<file path="src/source/fpConsts.svh">
`ifndef FP_CONSTS_SVH
`define FP_CONSTS_SVH

// ====================================================================
// float formats
// ====================================================================

// whole word widths
`define SGL_WIDTH     32
`define DBL_WIDTH     64

// exponent field widths
`define SGL_EXP_BITS  8
`define DBL_EXP_BITS  11

// stored mantissa widths, hidden one not counted
`define SGL_MAN_BITS  23
`define DBL_MAN_BITS  52

// exponent biases
`define SGL_BIAS      127
`define DBL_BIAS      1023

// ====================================================================
// register map, word addresses
// ====================================================================
`define REG_OP_LO     3'd0
`define REG_OP_HI     3'd1
`define REG_CTRL      3'd2
`define REG_RES_LO    3'd3
`define REG_RES_HI    3'd4
`define REG_STATUS    3'd5

`endif

</file>
<file path="src/source/fpTypesPkg.sv">
`include "fpConsts.svh"

package fpTypesPkg;

    // whole packed floats
    typedef logic [`SGL_WIDTH-1:0] float32T;
    typedef logic [`DBL_WIDTH-1:0] float64T;

    // exponent fields
    typedef logic [`SGL_EXP_BITS-1:0] sglExpT;
    typedef logic [`DBL_EXP_BITS-1:0] dblExpT;

    // mantissa fields without the hidden bit
    typedef logic [`SGL_MAN_BITS-1:0] sglManT;
    typedef logic [`DBL_MAN_BITS-1:0] dblManT;

    // leading zero count over a single mantissa plus one bit
    typedef logic [4:0] lzCountT;

    // launch machine of the register block
    // idle waits for a CTRL write, latch captures the converter output
    typedef enum logic {
        cvtIdle,
        cvtLatch
    } cvtStateT;

endpackage

</file>
<file path="src/source/wbBusPkg.sv">
package wbBusPkg;

    // word address, six registers used out of eight
    typedef logic [2:0] wbAdrT;

    // data bus, both directions
    typedef logic [31:0] wbDatT;

    // byte lane selects, one per data byte
    typedef logic [3:0] wbSelT;

endpackage

</file>
<file path="src/source/cntlz24.sv">
`timescale 1ns/100ps

// leading zero count of a 24 bit vector
// first pick the leading nonzero nibble, then the bit inside it
module cntlz24 (
    input  logic [23:0]         i,
    output fpTypesPkg::lzCountT o
);
    import fpTypesPkg::*;

    logic [3:0] nibs [6];
    logic [2:0] nibIdx;
    logic [3:0] nib;
    logic [1:0] bitIdx;

    always_comb begin
        // nibble 0 is the most significant
        for (int k = 0; k < 6; k++) begin
            nibs[k] = i[23 - 4*k -: 4];
        end

        // walk from the bottom so the highest nonzero nibble wins
        nibIdx = 3'd5;
        for (int k = 5; k >= 0; k--) begin
            if (|nibs[k]) begin
                nibIdx = 3'(k);
            end
        end

        // position inside the chosen nibble
        nib = nibs[nibIdx];
        casez (nib)
            4'b1???: bitIdx = 2'd0;
            4'b01??: bitIdx = 2'd1;
            4'b001?: bitIdx = 2'd2;
            default: bitIdx = 2'd3;
        endcase

        // nibble index times four plus bit index
        o = lzCountT'({nibIdx, bitIdx});
    end

endmodule

</file>
<file path="src/source/fd2s.sv">
`timescale 1ns/100ps
`include "fpConsts.svh"

// double to single, round to nearest even
module fd2s (
    input  fpTypesPkg::float64T a,
    output fpTypesPkg::float32T o,
    output logic                inexact,
    output logic                overflow
);
    import fpTypesPkg::*;

    localparam int REBIAS = `DBL_BIAS - `SGL_BIAS;
    localparam int DROP   = `DBL_MAN_BITS - `SGL_MAN_BITS;

    logic               signI;
    dblExpT             expI;
    dblManT             manI;
    logic               xinf;
    logic               xz;
    logic               vz;

    // rebiased exponent, signed so underflow shows as <= 0
    dblExpT             expEff;
    logic signed [12:0] expR;

    // normal path
    sglManT             manT;
    logic               grd;
    logic               stk;
    logic               rndUp;
    logic [23:0]        manRnd;
    logic signed [12:0] expN;

    // denormal path
    logic [52:0]        sig;
    logic [5:0]         shAmt;
    logic [52:0]        sigSh;
    logic [52:0]        lostMask;
    logic               dGrd;
    logic               dStk;
    logic               dRnd;
    logic [23:0]        dMan;

    fpDecomp #(.WID(`DBL_WIDTH)) decomp_i (
        .i    (a),
        .sgn  (signI),
        .exp  (expI),
        .man  (manI),
        .xinf (xinf),
        .xz   (xz),
        .vz   (vz)
    );

    // ====================================================================
    // rebias and rounding for both paths
    // ====================================================================
    always_comb begin
        // double denormal acts as exponent 1, far below single range
        expEff = xz ? dblExpT'(1) : expI;
        expR   = $signed({2'b00, expEff}) - 13'(REBIAS);

        // keep 23 bits, next bit is guard, rest folds into sticky
        manT   = manI[`DBL_MAN_BITS-1 -: `SGL_MAN_BITS];
        grd    = manI[DROP-1];
        stk    = |manI[DROP-2:0];
        rndUp  = grd & (stk | manT[0]);
        manRnd = {1'b0, manT} + 24'(rndUp);
        // mantissa carry bumps the exponent, field wraps to zero
        expN   = expR + $signed({12'd0, manRnd[23]});

        // hidden one back in before shifting right
        sig = {1'b1, manI};
        // shift by 29-expR leaves guard at bit 0 and the field above it
        if (expR < -13'sd30) begin
            shAmt = 6'd60;
        end else begin
            shAmt = 6'(13'sd29 - expR);
        end
        sigSh    = sig >> shAmt;
        lostMask = ~({53{1'b1}} << shAmt);
        dGrd     = sigSh[0];
        dStk     = |(sig & lostMask);
        dRnd     = dGrd & (dStk | sigSh[1]);
        // a carry here lands on exponent 1, the smallest normal
        dMan     = {1'b0, sigSh[23:1]} + 24'(dRnd);
    end

    // ====================================================================
    // result select
    // ====================================================================
    always_comb begin
        inexact  = 1'b0;
        overflow = 1'b0;
        if (xinf) begin
            if (|manI) begin
                // NaN, top payload bits with the quiet bit forced
                o = {signI, sglExpT'('1), 1'b1, manI[`DBL_MAN_BITS-2 -: `SGL_MAN_BITS-1]};
            end else begin
                o = {signI, sglExpT'('1), sglManT'(0)};
            end
        end else if (vz) begin
            o = {signI, 31'd0};
        end else if (expR >= 13'sd1) begin
            if (expN >= 13'sd255) begin
                // too large, infinity with both flags
                o        = {signI, sglExpT'('1), sglManT'(0)};
                overflow = 1'b1;
                inexact  = 1'b1;
            end else begin
                o       = {signI, sglExpT'(expN[7:0]), manRnd[22:0]};
                inexact = grd | stk;
            end
        end else begin
            // denormal or zero, exponent field is just the carry
            o       = {signI, 7'd0, dMan};
            inexact = dGrd | dStk;
        end
    end

endmodule

</file>
<file path="src/source/fpCvtRegs.sv">
`timescale 1ns/100ps
`include "fpConsts.svh"

// Wishbone classic register block of the converter
module fpCvtRegs (
    input  logic                clk,
    input  logic                arstN,
    input  logic                cyc,
    input  logic                stb,
    input  logic                we,
    input  wbBusPkg::wbAdrT     adr,
    input  wbBusPkg::wbDatT     datW,
    input  wbBusPkg::wbSelT     sel,
    output wbBusPkg::wbDatT     datR,
    output logic                ack,
    output fpTypesPkg::float32T opSgl,
    output fpTypesPkg::float64T opDbl,
    input  fpTypesPkg::float64T resS2d,
    input  fpTypesPkg::float32T resD2s,
    input  logic                inexact,
    input  logic                overflow
);
    import fpTypesPkg::*;
    import wbBusPkg::*;

    wbDatT    opLo;
    wbDatT    opHi;
    logic     dirD2s;
    float64T  res;
    logic     busy;
    logic     done;
    logic     flagInexact;
    logic     flagOverflow;
    cvtStateT state;
    logic     access;
    logic     wrEn;
    logic     ctrlWr;

    // byte lane merge for partial writes
    function automatic wbDatT mergeBytes(input wbDatT old, input wbDatT din, input wbSelT be);
        wbDatT m;
        m = old;
        for (int b = 0; b < 4; b++) begin
            if (be[b]) begin
                m[8*b +: 8] = din[8*b +: 8];
            end
        end
        return m;
    endfunction

    // ====================================================================
    // bus handshake
    // ====================================================================

    // new access only while ack is low, so ack never lasts two cycles
    assign access = cyc & stb & ~ack;
    assign wrEn   = access & we;
    assign ctrlWr = wrEn & (adr == `REG_CTRL);

    always_ff @(posedge clk or negedge arstN) begin
        if (!arstN) begin
            ack <= 1'b0;
        end else begin
            ack <= access;
        end
    end

    // operand and direction writes land on the acking edge
    always_ff @(posedge clk or negedge arstN) begin
        if (!arstN) begin
            opLo   <= '0;
            opHi   <= '0;
            dirD2s <= 1'b0;
        end else if (wrEn) begin
            if (adr == `REG_OP_LO) begin
                opLo <= mergeBytes(opLo, datW, sel);
            end
            if (adr == `REG_OP_HI) begin
                opHi <= mergeBytes(opHi, datW, sel);
            end
            if (adr == `REG_CTRL && sel[0]) begin
                dirD2s <= datW[0];
            end
        end
    end

    // ====================================================================
    // launch machine
    // ====================================================================
    always_ff @(posedge clk or negedge arstN) begin
        if (!arstN) begin
            state        <= cvtIdle;
            busy         <= 1'b0;
            done         <= 1'b0;
            res          <= '0;
            flagInexact  <= 1'b0;
            flagOverflow <= 1'b0;
        end else begin
            case (state)
                cvtIdle: begin
                    if (ctrlWr) begin
                        state <= cvtLatch;
                        busy  <= 1'b1;
                        done  <= 1'b0;
                    end
                end
                cvtLatch: begin
                    // operands settled one edge ago, converters are combinational
                    if (dirD2s) begin
                        res          <= {32'd0, resD2s};
                        flagInexact  <= inexact;
                        flagOverflow <= overflow;
                    end else begin
                        // widening is exact
                        res          <= resS2d;
                        flagInexact  <= 1'b0;
                        flagOverflow <= 1'b0;
                    end
                    busy  <= 1'b0;
                    done  <= 1'b1;
                    state <= cvtIdle;
                end
                default: state <= cvtIdle;
            endcase
        end
    end

    // read mux, whole words regardless of sel
    always_comb begin
        case (adr)
            `REG_OP_LO:  datR = opLo;
            `REG_OP_HI:  datR = opHi;
            `REG_CTRL:   datR = {31'd0, dirD2s};
            `REG_RES_LO: datR = res[31:0];
            `REG_RES_HI: datR = res[63:32];
            `REG_STATUS: datR = {28'd0, flagOverflow, flagInexact, done, busy};
            default:     datR = '0;
        endcase
    end

    // single operand is the low word, double is both joined
    assign opSgl = opLo;
    assign opDbl = {opHi, opLo};

endmodule

</file>
<file path="src/source/fpCvtTop.sv">
`timescale 1ns/100ps

// float precision converter on a Wishbone classic slave port
module fpCvtTop (
    input  logic            clk,
    input  logic            arstN,
    input  logic            cyc,
    input  logic            stb,
    input  logic            we,
    input  wbBusPkg::wbAdrT adr,
    input  wbBusPkg::wbDatT datW,
    input  wbBusPkg::wbSelT sel,
    output wbBusPkg::wbDatT datR,
    output logic            ack
);
    import fpTypesPkg::*;

    // operand nets out of the register block
    float32T opSgl;
    float64T opDbl;

    // converter results back into it
    float64T resS2d;
    float32T resD2s;
    logic    inexact;
    logic    overflow;

    fpCvtRegs regs_i (
        .clk      (clk),
        .arstN    (arstN),
        .cyc      (cyc),
        .stb      (stb),
        .we       (we),
        .adr      (adr),
        .datW     (datW),
        .sel      (sel),
        .datR     (datR),
        .ack      (ack),
        .opSgl    (opSgl),
        .opDbl    (opDbl),
        .resS2d   (resS2d),
        .resD2s   (resD2s),
        .inexact  (inexact),
        .overflow (overflow)
    );

    // both converters run all the time, the register block picks one
    fs2d s2d_i (
        .a (opSgl),
        .o (resS2d)
    );

    fd2s d2s_i (
        .a        (opDbl),
        .o        (resD2s),
        .inexact  (inexact),
        .overflow (overflow)
    );

endmodule

</file>
<file path="src/source/fpDecomp.sv">
`timescale 1ns/100ps
`include "fpConsts.svh"

// field split for single or double words
// the exponent width follows from the word width
module fpDecomp #(
    parameter int WID = `SGL_WIDTH,
    localparam int EXPW = (WID == `DBL_WIDTH) ? `DBL_EXP_BITS : `SGL_EXP_BITS,
    localparam int MANW = WID - EXPW - 1
) (
    input  logic [WID-1:0]  i,
    output logic            sgn,
    output logic [EXPW-1:0] exp,
    output logic [MANW-1:0] man,
    output logic            xinf,
    output logic            xz,
    output logic            vz
);

    // sign is the top bit
    assign sgn = i[WID-1];

    // exponent sits right under the sign
    assign exp = i[WID-2 -: EXPW];

    // stored mantissa in the low bits
    assign man = i[MANW-1:0];

    // all ones exponent: infinity or NaN
    assign xinf = &exp;

    // zero exponent: zero or denormal
    assign xz = ~|exp;

    // magnitude zero, sign ignored so -0 counts
    assign vz = ~|i[WID-2:0];

endmodule

</file>
<file path="src/source/fs2d.sv">
`timescale 1ns/100ps
`include "fpConsts.svh"

// single to double, every single is exactly representable
module fs2d (
    input  fpTypesPkg::float32T a,
    output fpTypesPkg::float64T o
);
    import fpTypesPkg::*;

    localparam int REBIAS  = `DBL_BIAS - `SGL_BIAS;
    localparam int MAN_PAD = `DBL_MAN_BITS - `SGL_MAN_BITS;

    logic    signI;
    sglExpT  expI;
    sglManT  manI;
    logic    xinf;
    logic    xz;
    logic    vz;
    lzCountT lz;
    dblExpT  expO;
    dblManT  manO;

    fpDecomp #(.WID(`SGL_WIDTH)) decomp_i (
        .i    (a),
        .sgn  (signI),
        .exp  (expI),
        .man  (manI),
        .xinf (xinf),
        .xz   (xz),
        .vz   (vz)
    );

    // low one keeps the count below 24 even for the smallest denormal
    cntlz24 lzc_i (
        .i ({manI, 1'b1}),
        .o (lz)
    );

    always_comb begin
        if (vz) begin
            // signed zero stays signed zero
            expO = '0;
            manO = '0;
        end else if (xinf) begin
            // inf or NaN, payload moves to the top
            expO = '1;
            manO = {manI, MAN_PAD'(0)};
        end else if (xz) begin
            // denormal: leading one at bit 22-lz weighs 2^(-127-lz)
            // shift one past the leading one to hide it
            expO = dblExpT'(REBIAS) - dblExpT'(lz);
            manO = {manI << (lz + 1'b1), MAN_PAD'(0)};
        end else begin
            // plain rebias, mantissa copied
            expO = dblExpT'(expI) + dblExpT'(REBIAS);
            manO = {manI, MAN_PAD'(0)};
        end
    end

    assign o = {signI, expO, manO};

endmodule

</file>
<file path="config.mk">
export PLATFORM = sky130hd
export DESIGN_NAME = fpCvtTop
export DESIGN_NICKNAME = d
export VERILOG_FILES = /design/src/source/fpTypesPkg.sv /design/src/source/wbBusPkg.sv /design/src/source/cntlz24.sv /design/src/source/fd2s.sv /design/src/source/fpCvtRegs.sv /design/src/source/fpCvtTop.sv /design/src/source/fpDecomp.sv /design/src/source/fs2d.sv
export VERILOG_INCLUDE_DIRS = /design/src /design/src/source
export SDC_FILE = /design/constraint.sdc
export NUM_CORES = 1
export LEC_CHECK = 0
export ABC_AREA = 1
export BUFFER_PORTS_ARGS = -buffer_cell sky130_fd_sc_hd__buf_4
export CELL_PAD_IN_SITES_DETAIL_PLACEMENT = 1
export CELL_PAD_IN_SITES_GLOBAL_PLACEMENT = 2
export CORE_AREA = 2 2 294 151
export CTS_CLUSTER_DIAMETER = 30
export CTS_CLUSTER_SIZE = 28
export DETAILED_ROUTE_END_ITERATION = 7
export DIE_AREA = 0 0 296 153
export PLACE_DENSITY_LB_ADDON = 0.1
export SYNTH_ARGS = -nofsm -noshare
export SYNTH_HDL_FRONTEND = slang
export SYNTH_SLANG_ARGS = --single-unit
</file>
<file path="constraint.sdc">
create_clock -name clk -period 4.5 [get_ports clk]
set_input_delay 1.125 -clock clk [delete_from_list [all_inputs] [get_ports clk]]
set_output_delay 1.125 -clock clk [all_outputs]
set_load 0.1 [all_outputs]
</file>
==> metrics.md <==
| Metric | Value |
|---|---|
| Status | `finished, final reports clean` |
| Post-synthesis sequential area ratio | `24.0%` |
| CTS Buf Count | `17` |
| Post-synth ARST share | `100%` |
| Die Span Y | `153 um` |
| Design area | `0.0173 mm^2` |
| Vias per cell | `6.06` |
| Critical Path AT | `4.71 ns` |
| Net count, final | `2,650` |
| First-pass GRT wire length | `133 mm` |
| Hold path cells | `1` |
| Chip width | `296 um` |
| TNS Setup | `0 ns` |
| Port bufs | `76` |
| Diode count | `0` |
| Worst hold endpoint | `regs_i.ack` |
| Syn nets | `2,468` |
| Die ar. | `0.0453 mm^2` |
| RSZ-0062 raised after global routing | `true` |
| Synth area leader | `dfrtp_1` |
| Placer Congestion | `1.05` |
| Leak | `8.52 nW` |
| Final Max Tran Viols | `0` |
| Hold_buf cts | `0` |
| DRT iter0 DRCs | `2,725` |
| Antenna Nets Post-Route | `0` |
| Area of the core | `0.0428 mm^2` |
| Final WL | `93.4 mm` |
| Synth cell types | `56` |
| Detailed Place HPWL | `74.8 mm` |
| Worst setup path class | `reg -> reg` |
| Filler instances | `5,822` |
| DR DRC count | `0` |
| Vias | `19,374` |
| Gr usage total | `40.8%` |
| Reg2Reg Capture Point | `regs_i.res[11]` |
| Worst VDD drop | `294 uV` |
| Top cells by area, synth | `dfrtp_1, nand2_1, nand3_1, o21ai_0, inv_1` |
| Clock Path Buffers | `2` |
| WP data required | `4.84 ns` |
| Max Clk Rate | `0.229 GHz` |
| Total power | `8.15 mW` |
| GRT overflow | `0` |
| Yosys top cell area share | `24.0%` |
| Pwr dens | `470 mW/mm^2` |
| Worst r2r path cells | `24` |
| Sequential cell area | `0.00335 mm^2` |
| Number of synthesized flops with an enable pin | `0` |
| Critical path peak fanout | `27` |
| Clk Latency, worst-skew pair | `0.46 ns` |
| Final hold violation count | `0` |
| Reg2reg setup slack | `0.13 ns` |
| Largest net degree at the start of global routing | `104` |
| Placed Instances | `3,149` |
| Ys flop type | `dfrtp_1` |
| Footprint of the multi-input gates | `0.00939 mm^2` |
| Startpoint Class | `flip-flop` |
| CTS tree | `done` |
| RR Startpoint | `regs_i.opHi[21]` |
| Period minus WS final | `4.37 ns` |
| Vias in the first global route | `18,446` |
| Layout cells sized above 1 | `18.0%` |
| Slew headroom | `24.6%` |
| Worst hold path class | `reg -> reg` |
| Area delta synth->final | `24.3%` |
| Mapped cell area | `0.0139 mm^2` |
| Hold path startpoint | `regs_i.ack` |
| Synthesis-stage register bit count | `134` |
| Crit end category | `flip-flop` |
| Syn Inst Count | `2,414` |
| Worst-Margin Slew | `1.13 ns` |
| Initial antenna violation count | `3` |
| DR pass1 iterations | `6` |
| MaxCap Viol Count | `0` |
| Rows | `54` |
| Htree depth | `4` |
| I/O pin total | `77` |
| WL per Instance | `29.2 um` |
| Final setup violation count | `0` |
| Yosys warning count | `0` |
| Final period utilization | `97.2%` |
| Post-DP Area | `0.0163 mm^2` |
| Fin cells | `3,196` |
| Starting Density | `32.6%` |
| CTS Root Buffer Type | `clkbuf_16` |
| Syn Area/Cell | `5.78 um^2` |
| Sink Count | `134` |
| Clock slew at reported path FFs | `0.07 ns` |
| Post-Route Skew | `0.0126 ns` |
## flip-flops by register name, summed over array words and instances (netlist names)
| name | cells |
|---|---|
| regs_i.flagOverflow | 1 |
| regs_i.busy | 1 |
| regs_i.ack | 1 |
| regs_i.opSgl | 32 |
| regs_i.done | 1 |
| regs_i.opHi | 32 |
| regs_i.state | 1 |
| regs_i.flagInexact | 1 |
| regs_i.dirD2s | 1 |
| regs_i.res | 63 |
## metrics by stage
step | worst slack [ns] | hold WS (ns) | util (%)
2_1_floorplan | -0.326 | 0.442 | -
3_3_place_gp | 0.204 | 0.434 | 38.1
3_5_place_dp | -0.0562 | 0.463 | 38.1
4_1_cts | 0.0375 | 0.470 | 39.5
5_1_grt | -0.0792 | 0.505 | 40.5
6_report | 0.126 | 0.469 | 40.5
## cell type report
class,count,share of cell area (%)
Clock inverter,13,0.859
Inverter,213,4.66
Clock buffer,18,2.48
Timing Repair Buffer,306,14.2
Multi-Input combinational cell,1924,54.2
Tap cell,588,4.25
Sequential cell,134,19.4
## cells in the final DEF, fill, tap and decap left out, types with 21 or more instances in the layout
master / instances
nand4_1: 27
nand2_2: 31
buf_4: 292
dfrtp_1: 134
nand2_1: 791
inv_2: 26
o22ai_1: 27
o21ai_0: 156
inv_1: 180
a21oi_1: 60
o2111ai_1: 22
nand3_1: 475
nor2_1: 129
nor2_2: 21
## synthesized netlist by cell type, types with 2 or more instances
cell type and count:
inv_1 187, o211a_1 2, and2_1 2, buf_1 8
xor2_1 20, a21oi_1 61, nor4_1 12, or2_2 2
o2111ai_1 22, nand2_4 4, inv_2 21, a221o_1 7
o21bai_1 3, xnor2_1 2, nand3_2 4, o211ai_1 13
nand2_1 807, buf_4 10, o22ai_1 27, nand3b_1 2
and3_1 2, clkbuf_1 70, buf_6 4, buf_2 48
a22oi_1 6, o21ai_2 2, o21ai_0 162, clkinv_1 5
a31oi_1 3, nor2_2 9, nor2_4 6, nor3_1 23
ha_1 10, nand2_2 17, dfrtp_1 134, nor2_1 146
o221ai_1 5, nand3_1 488, o21ai_1 15, nand4_1 27
## per-layer routing
metal  GRT usage [%]  wire, um
met2            50.2     33500
met4            5.82      1250
met1            63.0     43800
met5               0        24
met3            19.3     14800
## worst max-delay path by stage
stage | cells past startpoint | endpoint | start | slack, ns
after floorplan | 3 | datR[1] | adr[2] | -0.33
final | 24 | regs_i.res[11] | regs_i.opHi[21] | 0.13
after global routing | 30 | regs_i.res[6] | regs_i.opSgl[29] | -0.08
after detailed placement | 30 | regs_i.res[6] | regs_i.opSgl[31] | -0.06
after global placement | 24 | regs_i.res[11] | regs_i.opHi[23] | 0.20
after CTS | 30 | regs_i.res[1] | regs_i.opSgl[31] | 0.04
## cells by family (layout without fill, tap and decap cells)
family	after synthesis	count (layout)	share of synthesized area [%]
AND/OR/NAND/NOR	1554	1554	48.6
buffers and inverters	356	550	10.7
AO/OA/AOI/OAI	337	337	14.2
flip-flops	134	134	24.0
XOR/XNOR	23	23	1.58
adder cells (fa/ha/maj)	10	10	0.897
## critical path, cell delays in order, from the launching register on
cell and delay [ns]:
dfrtp_1 0.64, nor2_1 0.12, nand2_1 0.12, nor2_2 0.05, buf_4 0.16, a21oi_4 0.25, buf_4 0.39, nand3_1 0.17
nand3_1 0.16, nand3_1 0.15, nand3_1 0.14, nand2_1 0.08, nor2_2 0.24, nand2_1 0.08, nand2_1 0.23, nand2_1 0.17
inv_1 0.11, nand2_1 0.09, nor2_2 0.20, nand3_1 0.12, a21oi_1 0.17, buf_4 0.14, o21ai_1 0.06, nand2_1 0.13
nand2_1 0.06
## where the power goes
part | total [mW] | switching (mW) | internal [mW]
registers | 1.51 | 0.163 | 1.35
logic | 5.18 | 3.74 | 1.44
clock network | 1.45 | 0.633 | 0.820
total | 8.15 | 4.54 | 3.61
## repair_timing
action	CTS	global route
resized for setup	2	85
cloned	0	0
hold endpoints to repair	0	0
pin swaps	0	20
endpoints found under the setup margin	18	35
buffers inserted	0	16
(Power assumes the default switching activity.)
